## src/source/tcm_bus_pkg.sv

```systemverilog
//////////////////////////////////////////////////////////////////////
// Private memory bus definitions
// Memory map, bus widths and routing targets shared by the bus blocks
//////////////////////////////////////////////////////////////////////

package tcm_bus_pkg;

  // Bus widths
  localparam int ADDR_W = 32;
  localparam int DATA_W = 32;
  localparam int BE_W   = DATA_W / 8;   // One enable per byte lane

  //////////////////////////////////////////////////////////////////////
  // Memory map
  //////////////////////////////////////////////////////////////////////

  // Private window base, both TCMs live above it
  localparam logic [ADDR_W-1:0] INT_BUS_START = 32'h7000_0000;

  localparam logic [ADDR_W-1:0] ITCM_START = INT_BUS_START;
  localparam logic [ADDR_W-1:0] ITCM_SIZE  = 32'h0000_1000;   // 4 KiB

  localparam logic [ADDR_W-1:0] DTCM_START = INT_BUS_START + 32'h0000_2000;
  localparam logic [ADDR_W-1:0] DTCM_SIZE  = 32'h0000_1000;   // 4 KiB

  // Keep only the bits above each TCM size
  localparam logic [ADDR_W-1:0] ITCM_MASK = ~(ITCM_SIZE - 32'd1);
  localparam logic [ADDR_W-1:0] DTCM_MASK = ~(DTCM_SIZE - 32'd1);

  // TCM geometry, word index taken from addr[11:2]
  localparam int TCM_WORDS = 1024;
  localparam int TCM_IDX_W = $clog2(TCM_WORDS);

  // Where a request goes
  typedef enum logic [1:0] {
    TGT_ITCM = 2'd0,
    TGT_DTCM = 2'd1,
    TGT_EXT  = 2'd2   // Outside the private window
  } target_e;

endpackage

```

## src/source/mem_port_if.sv

```systemverilog
`timescale 1ns/1ps
//////////////////////////////////////////////////////////////////////
// Memory port bundle
// Request and response wires between a router and one target
//////////////////////////////////////////////////////////////////////

interface mem_port_if;
  import tcm_bus_pkg::*;

  // Request side
  logic              req;      // One cycle strobe, no grant
  logic              we;       // High for writes
  logic [BE_W-1:0]   be;       // Byte lanes written
  logic [ADDR_W-1:0] addr;     // Full byte address
  logic [DATA_W-1:0] wdata;

  // Response side
  logic              rvalid;   // Exactly one per request
  logic [DATA_W-1:0] rdata;
  logic              err;      // Only the external bus raises it

  // Router end
  modport host (
    output req, we, be, addr, wdata,
    input  rvalid, rdata, err
  );

  // Memory or bus end
  modport target (
    input  req, we, be, addr, wdata,
    output rvalid, rdata, err
  );

endinterface

```

## src/source/addr_decoder.sv

```systemverilog
`timescale 1ns/1ps
//////////////////////////////////////////////////////////////////////
// Address decoder
// Base and mask compare that picks the target of one host address
//////////////////////////////////////////////////////////////////////

module addr_decoder #(
  parameter bit HAS_DTCM = 1'b1   // DTCM window reachable from this side
) (
  input  logic [tcm_bus_pkg::ADDR_W-1:0] addr_i,
  output tcm_bus_pkg::target_e           target_o
);
  import tcm_bus_pkg::*;

  logic hit_itcm;   // Address inside the instruction TCM
  logic hit_dtcm;   // Address inside the data TCM

  // Upper bits must equal the base
  assign hit_itcm = ((addr_i & ITCM_MASK) == ITCM_START);

  // Without a DTCM path the window simply falls through to external
  assign hit_dtcm = HAS_DTCM && ((addr_i & DTCM_MASK) == DTCM_START);

  //////////////////////////////////////////////////////////////////////
  // Priority select
  //////////////////////////////////////////////////////////////////////

  always_comb begin
    if (hit_itcm) begin
      target_o = TGT_ITCM;
    end else if (hit_dtcm) begin
      target_o = TGT_DTCM;
    end else begin
      target_o = TGT_EXT;   // Default route
    end
  end

endmodule

```

## src/source/bus_router.sv

```systemverilog
`timescale 1ns/1ps
//////////////////////////////////////////////////////////////////////
// Bus router
// Sends one host's requests to ITCM, DTCM or the external bus and
// steers the matching response back by a registered target tag
//////////////////////////////////////////////////////////////////////

module bus_router #(
  parameter bit HAS_DTCM = 1'b1   // Instruction side builds with 0
) (
  input  logic                          clk_i,
  input  logic                          rst_i,

  // Host request
  input  logic                          host_req_i,
  input  logic                          host_we_i,
  input  logic [tcm_bus_pkg::BE_W-1:0]   host_be_i,
  input  logic [tcm_bus_pkg::ADDR_W-1:0] host_addr_i,
  input  logic [tcm_bus_pkg::DATA_W-1:0] host_wdata_i,

  // Host response
  output logic                          host_rvalid_o,
  output logic [tcm_bus_pkg::DATA_W-1:0] host_rdata_o,
  output logic                          host_err_o,

  // Targets
  mem_port_if.host                      itcm_o,
  mem_port_if.host                      dtcm_o,
  mem_port_if.host                      ext_o
);
  import tcm_bus_pkg::*;

  target_e req_tgt;   // Decoded target of the current request
  target_e tag_q;     // Target of the last accepted request

  addr_decoder #(
    .HAS_DTCM (HAS_DTCM)
  ) u_addr_decoder (
    .addr_i   (host_addr_i),
    .target_o (req_tgt)
  );

  //////////////////////////////////////////////////////////////////////
  // Request fan-out, no added delay
  //////////////////////////////////////////////////////////////////////

  // Strobe only on the selected target
  assign itcm_o.req = host_req_i && (req_tgt == TGT_ITCM);
  assign dtcm_o.req = host_req_i && (req_tgt == TGT_DTCM);
  assign ext_o.req  = host_req_i && (req_tgt == TGT_EXT);

  // Payload goes everywhere
  assign itcm_o.we    = host_we_i;
  assign itcm_o.be    = host_be_i;
  assign itcm_o.addr  = host_addr_i;
  assign itcm_o.wdata = host_wdata_i;

  assign dtcm_o.we    = host_we_i;
  assign dtcm_o.be    = host_be_i;
  assign dtcm_o.addr  = host_addr_i;
  assign dtcm_o.wdata = host_wdata_i;

  assign ext_o.we     = host_we_i;
  assign ext_o.be     = host_be_i;
  assign ext_o.addr   = host_addr_i;
  assign ext_o.wdata  = host_wdata_i;

  //////////////////////////////////////////////////////////////////////
  // Response steering
  //////////////////////////////////////////////////////////////////////

  // Host waits on external answers, so one tag is enough
  always_ff @(posedge clk_i) begin
    if (rst_i) begin
      tag_q <= TGT_ITCM;
    end else if (host_req_i) begin
      tag_q <= req_tgt;
    end
  end

  always_comb begin
    case (tag_q)
      TGT_ITCM: begin
        host_rvalid_o = itcm_o.rvalid;
        host_rdata_o  = itcm_o.rdata;
        host_err_o    = itcm_o.err;
      end
      TGT_DTCM: begin
        host_rvalid_o = dtcm_o.rvalid;
        host_rdata_o  = dtcm_o.rdata;
        host_err_o    = dtcm_o.err;
      end
      default: begin   // External, passes straight through
        host_rvalid_o = ext_o.rvalid;
        host_rdata_o  = ext_o.rdata;
        host_err_o    = ext_o.err;
      end
    endcase
  end

endmodule

```

## src/flat_wrapper.sv

```systemverilog
// flat-port wrapper written by rule: the top's interface ports become plain ports
module bus_router_flat import tcm_bus_pkg::*;
#(
  parameter bit HAS_DTCM = 1'b1                                    
)
  (clk_i, rst_i, host_req_i, host_we_i, host_be_i, host_addr_i, host_wdata_i, host_rvalid_o, host_rdata_o, host_err_o, itcm_o_req, itcm_o_we, itcm_o_be, itcm_o_addr, itcm_o_wdata, itcm_o_rvalid, itcm_o_rdata, itcm_o_err, dtcm_o_req, dtcm_o_we, dtcm_o_be, dtcm_o_addr, dtcm_o_wdata, dtcm_o_rvalid, dtcm_o_rdata, dtcm_o_err, ext_o_req, ext_o_we, ext_o_be, ext_o_addr, ext_o_wdata, ext_o_rvalid, ext_o_rdata, ext_o_err);
  mem_port_if itcm_o_i ();
  mem_port_if dtcm_o_i ();
  mem_port_if ext_o_i ();
  input  logic clk_i;
  input  logic rst_i;
  input  logic host_req_i;
  input  logic host_we_i;
  input  logic [tcm_bus_pkg::BE_W-1:0] host_be_i;
  input  logic [tcm_bus_pkg::ADDR_W-1:0] host_addr_i;
  input  logic [tcm_bus_pkg::DATA_W-1:0] host_wdata_i;
  output logic host_rvalid_o;
  output logic [tcm_bus_pkg::DATA_W-1:0] host_rdata_o;
  output logic host_err_o;
  output wire logic [$bits(itcm_o_i.req)-1:0] itcm_o_req;
  output wire logic [$bits(itcm_o_i.we)-1:0] itcm_o_we;
  output wire logic [$bits(itcm_o_i.be)-1:0] itcm_o_be;
  output wire logic [$bits(itcm_o_i.addr)-1:0] itcm_o_addr;
  output wire logic [$bits(itcm_o_i.wdata)-1:0] itcm_o_wdata;
  input wire logic [$bits(itcm_o_i.rvalid)-1:0] itcm_o_rvalid;
  input wire logic [$bits(itcm_o_i.rdata)-1:0] itcm_o_rdata;
  input wire logic [$bits(itcm_o_i.err)-1:0] itcm_o_err;
  output wire logic [$bits(dtcm_o_i.req)-1:0] dtcm_o_req;
  output wire logic [$bits(dtcm_o_i.we)-1:0] dtcm_o_we;
  output wire logic [$bits(dtcm_o_i.be)-1:0] dtcm_o_be;
  output wire logic [$bits(dtcm_o_i.addr)-1:0] dtcm_o_addr;
  output wire logic [$bits(dtcm_o_i.wdata)-1:0] dtcm_o_wdata;
  input wire logic [$bits(dtcm_o_i.rvalid)-1:0] dtcm_o_rvalid;
  input wire logic [$bits(dtcm_o_i.rdata)-1:0] dtcm_o_rdata;
  input wire logic [$bits(dtcm_o_i.err)-1:0] dtcm_o_err;
  output wire logic [$bits(ext_o_i.req)-1:0] ext_o_req;
  output wire logic [$bits(ext_o_i.we)-1:0] ext_o_we;
  output wire logic [$bits(ext_o_i.be)-1:0] ext_o_be;
  output wire logic [$bits(ext_o_i.addr)-1:0] ext_o_addr;
  output wire logic [$bits(ext_o_i.wdata)-1:0] ext_o_wdata;
  input wire logic [$bits(ext_o_i.rvalid)-1:0] ext_o_rvalid;
  input wire logic [$bits(ext_o_i.rdata)-1:0] ext_o_rdata;
  input wire logic [$bits(ext_o_i.err)-1:0] ext_o_err;
  assign itcm_o_req = itcm_o_i.req;
  assign itcm_o_we = itcm_o_i.we;
  assign itcm_o_be = itcm_o_i.be;
  assign itcm_o_addr = itcm_o_i.addr;
  assign itcm_o_wdata = itcm_o_i.wdata;
  assign itcm_o_i.rvalid = itcm_o_rvalid;
  assign itcm_o_i.rdata = itcm_o_rdata;
  assign itcm_o_i.err = itcm_o_err;
  assign dtcm_o_req = dtcm_o_i.req;
  assign dtcm_o_we = dtcm_o_i.we;
  assign dtcm_o_be = dtcm_o_i.be;
  assign dtcm_o_addr = dtcm_o_i.addr;
  assign dtcm_o_wdata = dtcm_o_i.wdata;
  assign dtcm_o_i.rvalid = dtcm_o_rvalid;
  assign dtcm_o_i.rdata = dtcm_o_rdata;
  assign dtcm_o_i.err = dtcm_o_err;
  assign ext_o_req = ext_o_i.req;
  assign ext_o_we = ext_o_i.we;
  assign ext_o_be = ext_o_i.be;
  assign ext_o_addr = ext_o_i.addr;
  assign ext_o_wdata = ext_o_i.wdata;
  assign ext_o_i.rvalid = ext_o_rvalid;
  assign ext_o_i.rdata = ext_o_rdata;
  assign ext_o_i.err = ext_o_err;
  bus_router #(.HAS_DTCM(HAS_DTCM)) u_core (.clk_i(clk_i), .rst_i(rst_i), .host_req_i(host_req_i), .host_we_i(host_we_i), .host_be_i(host_be_i), .host_addr_i(host_addr_i), .host_wdata_i(host_wdata_i), .host_rvalid_o(host_rvalid_o), .host_rdata_o(host_rdata_o), .host_err_o(host_err_o), .itcm_o(itcm_o_i), .dtcm_o(dtcm_o_i), .ext_o(ext_o_i));
endmodule
```

## config.mk

```make
export PLATFORM = sky130hd
export DESIGN_NAME = bus_router_flat
export DESIGN_NICKNAME = d
export VERILOG_FILES = /design/src/source/tcm_bus_pkg.sv /design/src/source/mem_port_if.sv /design/src/source/addr_decoder.sv /design/src/source/bus_router.sv /design/src/flat_wrapper.sv
export SDC_FILE = /design/constraint.sdc
export NUM_CORES = 1
export LEC_CHECK = 0
export BUFFER_PORTS_ARGS = -buffer_cell sky130_fd_sc_hd__buf_4
export CAP_MARGIN = 10
export CORE_AREA = 5 5 160 162
export DETAILED_ROUTE_END_ITERATION = 12
export DIE_AREA = 0 0 165 167
export PLACE_DENSITY_LB_ADDON = 0.25
export SETUP_SLACK_MARGIN = 0.15
export SLEW_MARGIN = 20
export SYNTH_ARGS = -nofsm -noshare
export SYNTH_HDL_FRONTEND = slang
export SYNTH_SLANG_ARGS = --single-unit
```

## constraint.sdc

```tcl
create_clock -name clk_i -period 1.3 [get_ports clk_i]
set_input_delay 0.065 -clock clk_i [delete_from_list [all_inputs] [get_ports clk_i]]
set_output_delay 0.065 -clock clk_i [all_outputs]
set_load 0.02 [all_outputs]
```

======== Yosys cells after proc, flatten, opt, wreduce, memory -nomap -nowiden ========
Cells that the tools add are included.
cells by class
  muxes and demuxes ....................... 5
  reductions and logical operators ........ 5
  equal/unequal tests ..................... 5
operators with widths
  operator              number
  $pmux 32 s2           1
  $eq 20x19->1 const B  2
  $eq 2x1->1 const B    2
  $logic_not 2->1       2
  $mux 2                2
  $pmux 1 s2            2
  $logic_and 1x1->1     3
  $eq 2x2->1 const B    1
word-level totals
  bits in registers ....................... 2
  output and inout bits ................... 244
  bits of input ports ..................... 174

======== Depth between registers and ports, before layout ========
Gate-level depths: netlist (run 1).
  depth after elaboration ................. 5
  depth in mapped cells ................... 4

======== Cells and area by module ========
From an unflattened synthesis (run 1), not the netlist that was laid out.
second synthesis, totals
  cell total of the unflattened synthesis .. 338
  area total of the unflattened synthesis .. 2454.9 um2
modules (own cells, without submodules)
  module        area each (um2)  cells each  seq. area each (um2)  times used
  bus_router    2387.3           330         40.0                  1
  addr_decoder  67.6             8           0.0                   1

======== Least setup slack after synthesis (run 1) ========
No wires, ideal clock.
  path kind ............................... register -> output
  start ................................... register u_core.tag_q[0]
  end ..................................... output host_rdata_o[10] (netlist bit)
  setup slack ............................. 0.017 ns
  data required time ...................... 1.235 ns
  cell stages (with the launch flop) ...... 5
  arrival ................................. 1.218 ns
  path through ............................ dfxtp_1 > buf_4 > buf_4 > mux2i_1 > o21ai_0
on the way
  cells in the longest elaborated chain, start to end .. 2
RTL lines
  what                                                  RTL line            source
  from (decl)                                           bus_router.sv:34    target_e tag_q;
  from (signal assigned)                                bus_router.sv:77    tag_q <= req_tgt;
  $eq 2x1->1 / $logic_not 2->1 (equally long branches)  bus_router.sv:82    case (tag_q)
  $pmux 32 s2 *                                         bus_router.sv:82
  to (decl)                                             flat_wrapper.sv:18  output logic [tcm_bus_pkg::DATA_W-1:0] host_rdata_o;
Every way passes the cells marked *; elsewhere a longest branch is shown, timed or not.

======== Final worst setup path (run 1) ========
  start ................................... register u_core.tag_q[0]
  end ..................................... output host_rdata_o[0] (netlist bit)
The elaborated chain is that of the path after synthesis.

==> run_results.csv, run 1 <==
group,metric,value,unit
status,outcome,"finished with violations",
status,violations,"negative setup slack",
logic_synthesis,yosysSeqAreaShare,1.655,%
route,dr.first_iter.drc_count,33,
critical_path,critPathArrivalTime,1330,ps
clock_tree,cts.sinks,2,
die,die_h,167,µm
route,detail-route-antenna-nets,0,
cells_and_area,regMostFlops,"u_core.tag_q",
placement,post_dp_cell_area,0.003027,mm²
critical_path,critPathMaxStageDelay,350,ps
critical_path,path_common_cell,"buf_4",
die,die_w,165,µm
cells_and_area,drive_gt1_share,70.68,%
flow_run,maxCapViolations,0,
critical_path,start_kind,"flip-flop",
cells_and_area,n_fill_cell,2788,
route,post-route-drc-count,0,
cells_and_area,num_antenna_cells,0,
critical_path,r2r_cells,4,
grt,grt.overflow.total,0,
placement,gp_congestion,0.6765,
pwr,power_frac_seq,4.0,%
grt,grt_pass1_wl,12.19,mm
die,start_util,10.09,%
timing,worst_slack,-94.55,ps
clock_tree,cts_max_level,1,
cells_and_area,syn2layout_area_growth,37.71,%
pwr,power_frac_clock,27.6,%
worst_hold_path,whs_endpoint,"u_core.tag_q[0]",
die,rows,57,
pwr,power.total,1.655,mW
clock_tree,cts_buffer_depth,2,
critical_path,crit_path_end_kind,"output port",
timing,rsz0062_at_grt,"true",
timing,hold_violations,0,
cells_and_area,nets,541,
route,routed_wl,8.797,mm
placement,port_buffers,221,
worst_hold_path,hp-class,"primary input to flip-flop",
die,io_pins,418,
cells_and_area,fin_util,13.90,%
grt,grt_usage,5.695,%
clock_tree,clk_pin_slew,30,ps
logic_synthesis,yosysWarnings,0,
cells_and_area,regArea,45.04,µm²
pwr,p_leak,1.492,nW
timing,worstMarginPinSlew,252.2,ps
critical_path,cp.required,1240,ps
timing,setup-violations-final,28,
clock_tree,cts_made_buffers,3,
logic_synthesis,netlist-cell-type-count,17,
critical_path,critPathMaxFanout,7,
route,via_per_inst,2.939,
pwr,p_switching,0.6186,mW
pwr,intPower,1.037,mW
cells_and_area,multi_input_area,868.3,µm²
timing,skew,0,ps
clock_tree,root_buffer,"clkbuf_16",
critical_path,crit_family,"buffers and inverters",
critical_path,path_cells,"buf_12 -> buf_4 -> mux2i_1 -> o21ai_1 -> buf_4",
worst_hold_path,hp-start,"rst_i",
cells_and_area,layout_common_cells,"225 x buf_4, 35 x nand2_1, 32 x o21ai_1",
critical_path,rr_startpoint,"u_core.tag_q[1]",
logic_synthesis,synth_area_leader_cell,"buf_4",
cells_and_area,final_common_cell,"buf_4",
critical_path,reg2reg_to,"u_core.tag_q[1]",
logic_synthesis,synth_top_area_share,65.49,%
timing,setup-tns-final,-718.2,ps
die,die_area,0.02756,mm²
cells_and_area,top_regs,"u_core.tag_q: 2 flops",
clock_tree,cts_tree,"done",
timing,period_share,107.3,%
route,firstDrtPassIters,2,
timing,maxSlewViolCount,0,
pwr,power_frac_comb,68.5,%
logic_synthesis,syn_inst,340,
grt,antenna_found_initial,0,
cells_and_area,largest_register_ff_count,2,
die,core,0.02396,mm²
route,wl_per_cell,12.77,µm
logic_synthesis,netlist_top_cells_area,"buf_4 65%, mux2i_1 14%, o21ai_0 7.0%, nand2_1 5.6%, dfxtp_1 1.7%",
timing,slew_headroom,83.06,%
timing,finalCriticalPeriod,1395,ps
logic_synthesis,syn-num-nets,514,
cells_and_area,fin_area,0.003331,mm²
grt,grt_max_degree,37,
pwr,p_per_area,497.0,mW/mm²
logic_synthesis,netlist_area,0.002419,mm²
critical_path,r2r_slack,420,ps
route,num_vias,2025,
worst_hold_path,whs_path_depth,2,
pwr,swShare,37.37,%
logic_synthesis,ys_ff_latch,2,
pwr,peakVddDrop,608.5,µV
critical_path,crit_buf_inv,3,
clock_tree,cts_hold_buf,0,
critical_path,path_class,"flip-flop to output port",
logic_synthesis,postSynthAreaPerCell,7.113,µm²
placement,place_hpwl,7.594,mm
grt,grt_pass1_vias,2196,
clock_tree,clock_latency,220,ps
timing,timing.fmax,0.7171,GHz
critical_path,worst_path_max_delay_cell,"dfxtp_4",
[how the worst max path moves through the flow]
stage / startpoint / to / slack, ps / cells past startpoint
global route: u_core.tag_q[0] / host_rdata_o[30] / -140 / 5
global placement: host_addr_i[17] / u_core.tag_q[0] / -50 / 6
floorplan: host_addr_i[22] / dtcm_o_req / 60 / 3
CTS: u_core.tag_q[0] / host_rdata_o[1] / -90 / 4
detailed placement: host_addr_i[17] / u_core.tag_q[0] / -20 / 6
finish: u_core.tag_q[0] / host_rdata_o[0] / -90 / 5
[cells in the mapped netlist]
library cell,number
nand4_2,1
and4bb_2,1
nor2_1,3
clkbuf_1,6
nand2_1,36
o21ai_0,34
nand3b_1,1
o21a_1,1
nor4_2,1
o31a_1,1
buf_2,1
nor4_1,4
o41ai_2,1
buf_4,211
inv_1,2
dfxtp_1,2
mux2i_1,34
[metrics by stage]
stage               hold WS (ps)  instances  setup WS [ps]
global route               67.41        689         -139.1
global placement           130.3        679         -48.58
finish                     51.42        689         -94.55
floorplan                  163.5        340          63.19
CTS                        52.53        685         -85.85
detailed placement         130.3        679         -20.81
[layer usage]
metal  routed length (µm)  vias up  track usage [%]
li1                     -      949                -
met1                 2806      848            5.293
met2                 4249      170            9.783
met3                 1229       58            2.719
met4                  513        0            3.834
met5                    0        -                0
[power groups by stage]
stage          clock (mW)  sequential [mW]  combinational (mW)
4_1_cts             0.465           0.0661                1.14
6_report            0.456           0.0660                1.13
3_3_place_gp            0           0.0690                1.11
2_1_floorplan           0           0.0670                1.21
3_5_place_dp            0           0.0689                1.11
5_1_grt             0.479           0.0662                1.21
[logic make-up after synthesis]
| kind of cell | after synthesis | synth area share [%] |
|---|---|---|
| buffers and inverters | 220 | 66.94 |
| and+or+nand+nor | 47 | 8.950 |
| AOI/OAI and AO/OA | 37 | 8.381 |
| muxes | 34 | 14.07 |
| DFF | 2 | 1.656 |
[layout make-up]
type	count	share of cell area [%]
clock buffer	3	2.254
inverter	2	0.2254
multi-input combinational	118	26.07
sequential	2	1.352
tap	324	12.17
timing repair buffer	240	57.93
[what timing repair did]
item                       4_1_cts  5_1_grt
hold endpoints to repair         0        0
resized for setup               22       13
gates cloned                     1        0
setup buffers                    2        4
setup endpoints to repair       37       37
pin swaps                        6        8
Note: power is estimated with default switching activity, not from simulation.
==> run 2, diff against run 1 <==
--- a/config.mk
+++ b/config.mk
@@ -16,3 +16,4 @@
 export SYNTH_ARGS = -nofsm -noshare
 export SYNTH_HDL_FRONTEND = slang
 export SYNTH_SLANG_ARGS = --single-unit
+export TNS_END_PERCENT = 50
==> run_results.csv, run 2 (same netlist as run 1, synthesis figures left out) <==
group,metric,value,unit
pwr,power_frac_seq,4.4,%
critical_path,r2r_cells,6,
route,firstDrtPassIters,4,
critical_path,critPathMaxFanout,9,
pwr,power_frac_clock,28.1,%
route,detail-route-antenna-nets,0,
clock_tree,cts.sinks,2,
critical_path,crit_path_end_kind,"output port",
pwr,p_switching,0.6091,mW
cells_and_area,fin_util,13.91,%
die,start_util,10.09,%
timing,rsz0062_at_grt,"true",
cells_and_area,syn2layout_area_growth,37.82,%
critical_path,path_class,"flip-flop to output port",
cells_and_area,largest_register_ff_count,2,
placement,place_hpwl,7.858,mm
die,die_area,0.02756,mm²
clock_tree,cts_buffer_depth,2,
clock_tree,clk_pin_slew,30,ps
placement,dp_slack,-75.31,ps
timing,period_share,104.7,%
pwr,power_frac_comb,67.5,%
pwr,intPower,1.022,mW
grt,grt_max_degree,36,
timing,hold_violations,0,
pwr,p_leak,1.474,nW
critical_path,start_kind,"flip-flop",
clock_tree,clock_latency,220,ps
timing,finalCriticalPeriod,1361,ps
placement,post_dp_cell_area,0.002992,mm²
pwr,p_per_area,489.3,mW/mm²
timing,setup-violations-final,33,
worst_hold_path,whs_path_depth,2,
route,via_per_inst,2.948,
timing,fin_worst_hold_slack,45.69,ps
clock_tree,cts_made_buffers,3,
grt,grt_pass1_vias,2213,
route,routed_wl,9.551,mm
critical_path,cp.required,1240,ps
timing,slew_headroom,83.23,%
route,post-route-drc-count,0,
die,core,0.02396,mm²
grt,antenna_found_initial,0,
timing,worstMarginPinSlew,249.6,ps
cells_and_area,regMostFlops,"u_core.tag_q",
cells_and_area,layout_common_cells,"220 x buf_4, 35 x nand2_1, 33 x mux2i_1",
route,num_vias,2025,
die,io_pins,418,
clock_tree,cts_hold_buf,0,
cells_and_area,multi_input_area,834.6,µm²
flow_run,maxCapViolations,0,
route,wl_per_cell,13.90,µm
status,violations,"negative setup slack",
cells_and_area,regArea,47.55,µm²
timing,timing.fmax,0.7347,GHz
cells_and_area,n_fill_cell,2785,
die,rows,57,
cells_and_area,top_regs,"u_core.tag_q: 2 flops",
timing,maxSlewViolCount,0,
placement,gp_congestion,0.6733,
timing,skew,0,ps
cells_and_area,fin_area,0.003333,mm²
critical_path,critPathArrivalTime,1300,ps
grt,grt.overflow.total,0,
route,dr.first_iter.drc_count,45,
cells_and_area,drive_gt1_share,69.70,%
cells_and_area,num_antenna_cells,0,
worst_hold_path,hp-class,"primary input to flip-flop",
status,outcome,"finished with violations",
cells_and_area,final_common_cell,"buf_4",
clock_tree,cts_max_level,1,
pwr,peakVddDrop,329.4,µV
grt,grt_usage,6.188,%
grt,grt_pass1_wl,13.04,mm
timing,worst_slack,-61.02,ps
die,die_h,167,µm
clock_tree,cts_tree,"done",
cells_and_area,nets,539,
die,die_w,165,µm
clock_tree,root_buffer,"clkbuf_16",
timing,setup-tns-final,-1168,ps
placement,port_buffers,221,
pwr,swShare,37.35,%
[run 2: worst max-delay path, stage by stage (launching register included)]
cell,delay [ps]
dfxtp_4,360
buf_4,120
buf_12,140
mux2i_1,210
o21ai_1,80
buf_4,160
[run 2: power by group through the flow]
stage	Sequential, mW	Clock [mW]	Combinational (mW)
6_report	0.0712	0.459	1.10
5_1_grt	0.0721	0.471	1.18
4_1_cts	0.0714	0.470	1.11
3_5_place_dp	0.0750	0	1.08
3_3_place_gp	0.0748	0	1.09
2_1_floorplan	0.0670	0	1.20
[run 2: stage by stage]
step | instances | power (mW)
after CTS | 687 | 1.655
after floorplan | 340 | 1.267
after global placement | 676 | 1.161
after global routing | 687 | 1.724
final | 687 | 1.631
after detailed placement | 676 | 1.157
[run 2: repair_timing]
action | 4_1_cts | 5_1_grt
gates resized for setup | 36 | 7
setup endpoints to repair | 39 | 38
pin swaps | 8 | 12
gates cloned | 3 | 0
setup buffers | 5 | 0
[run 2: final timing paths]
path	from	endpoint	slack, ps
max	u_core.tag_q[0]	host_rdata_o[20]	-60
max reg2reg	u_core.tag_q[0]	u_core.tag_q[0]	160
min reg2reg	u_core.tag_q[1]	u_core.tag_q[1]	850
min	rst_i	u_core.tag_q[0]	50
[run 2: cell type report]
class | instances | area share [%]
clock buffers | 3 | 2.252
flip-flops and latches | 2 | 1.426
well taps | 324 | 12.16
inverters | 2 | 0.2252
multi-input cells | 118 | 25.04
repair buffers | 238 | 58.90
[run 2: layer usage]
layer  wire, µm  track usage [%]  up-vias  share of wire, %
met5          0                0        -                 0
met3       1401            2.941       69                15
li1           -                -      945                 -
met4        672            4.304        0               7.0
met1       2674            5.382      827                28
met2       4802            11.01      184                50
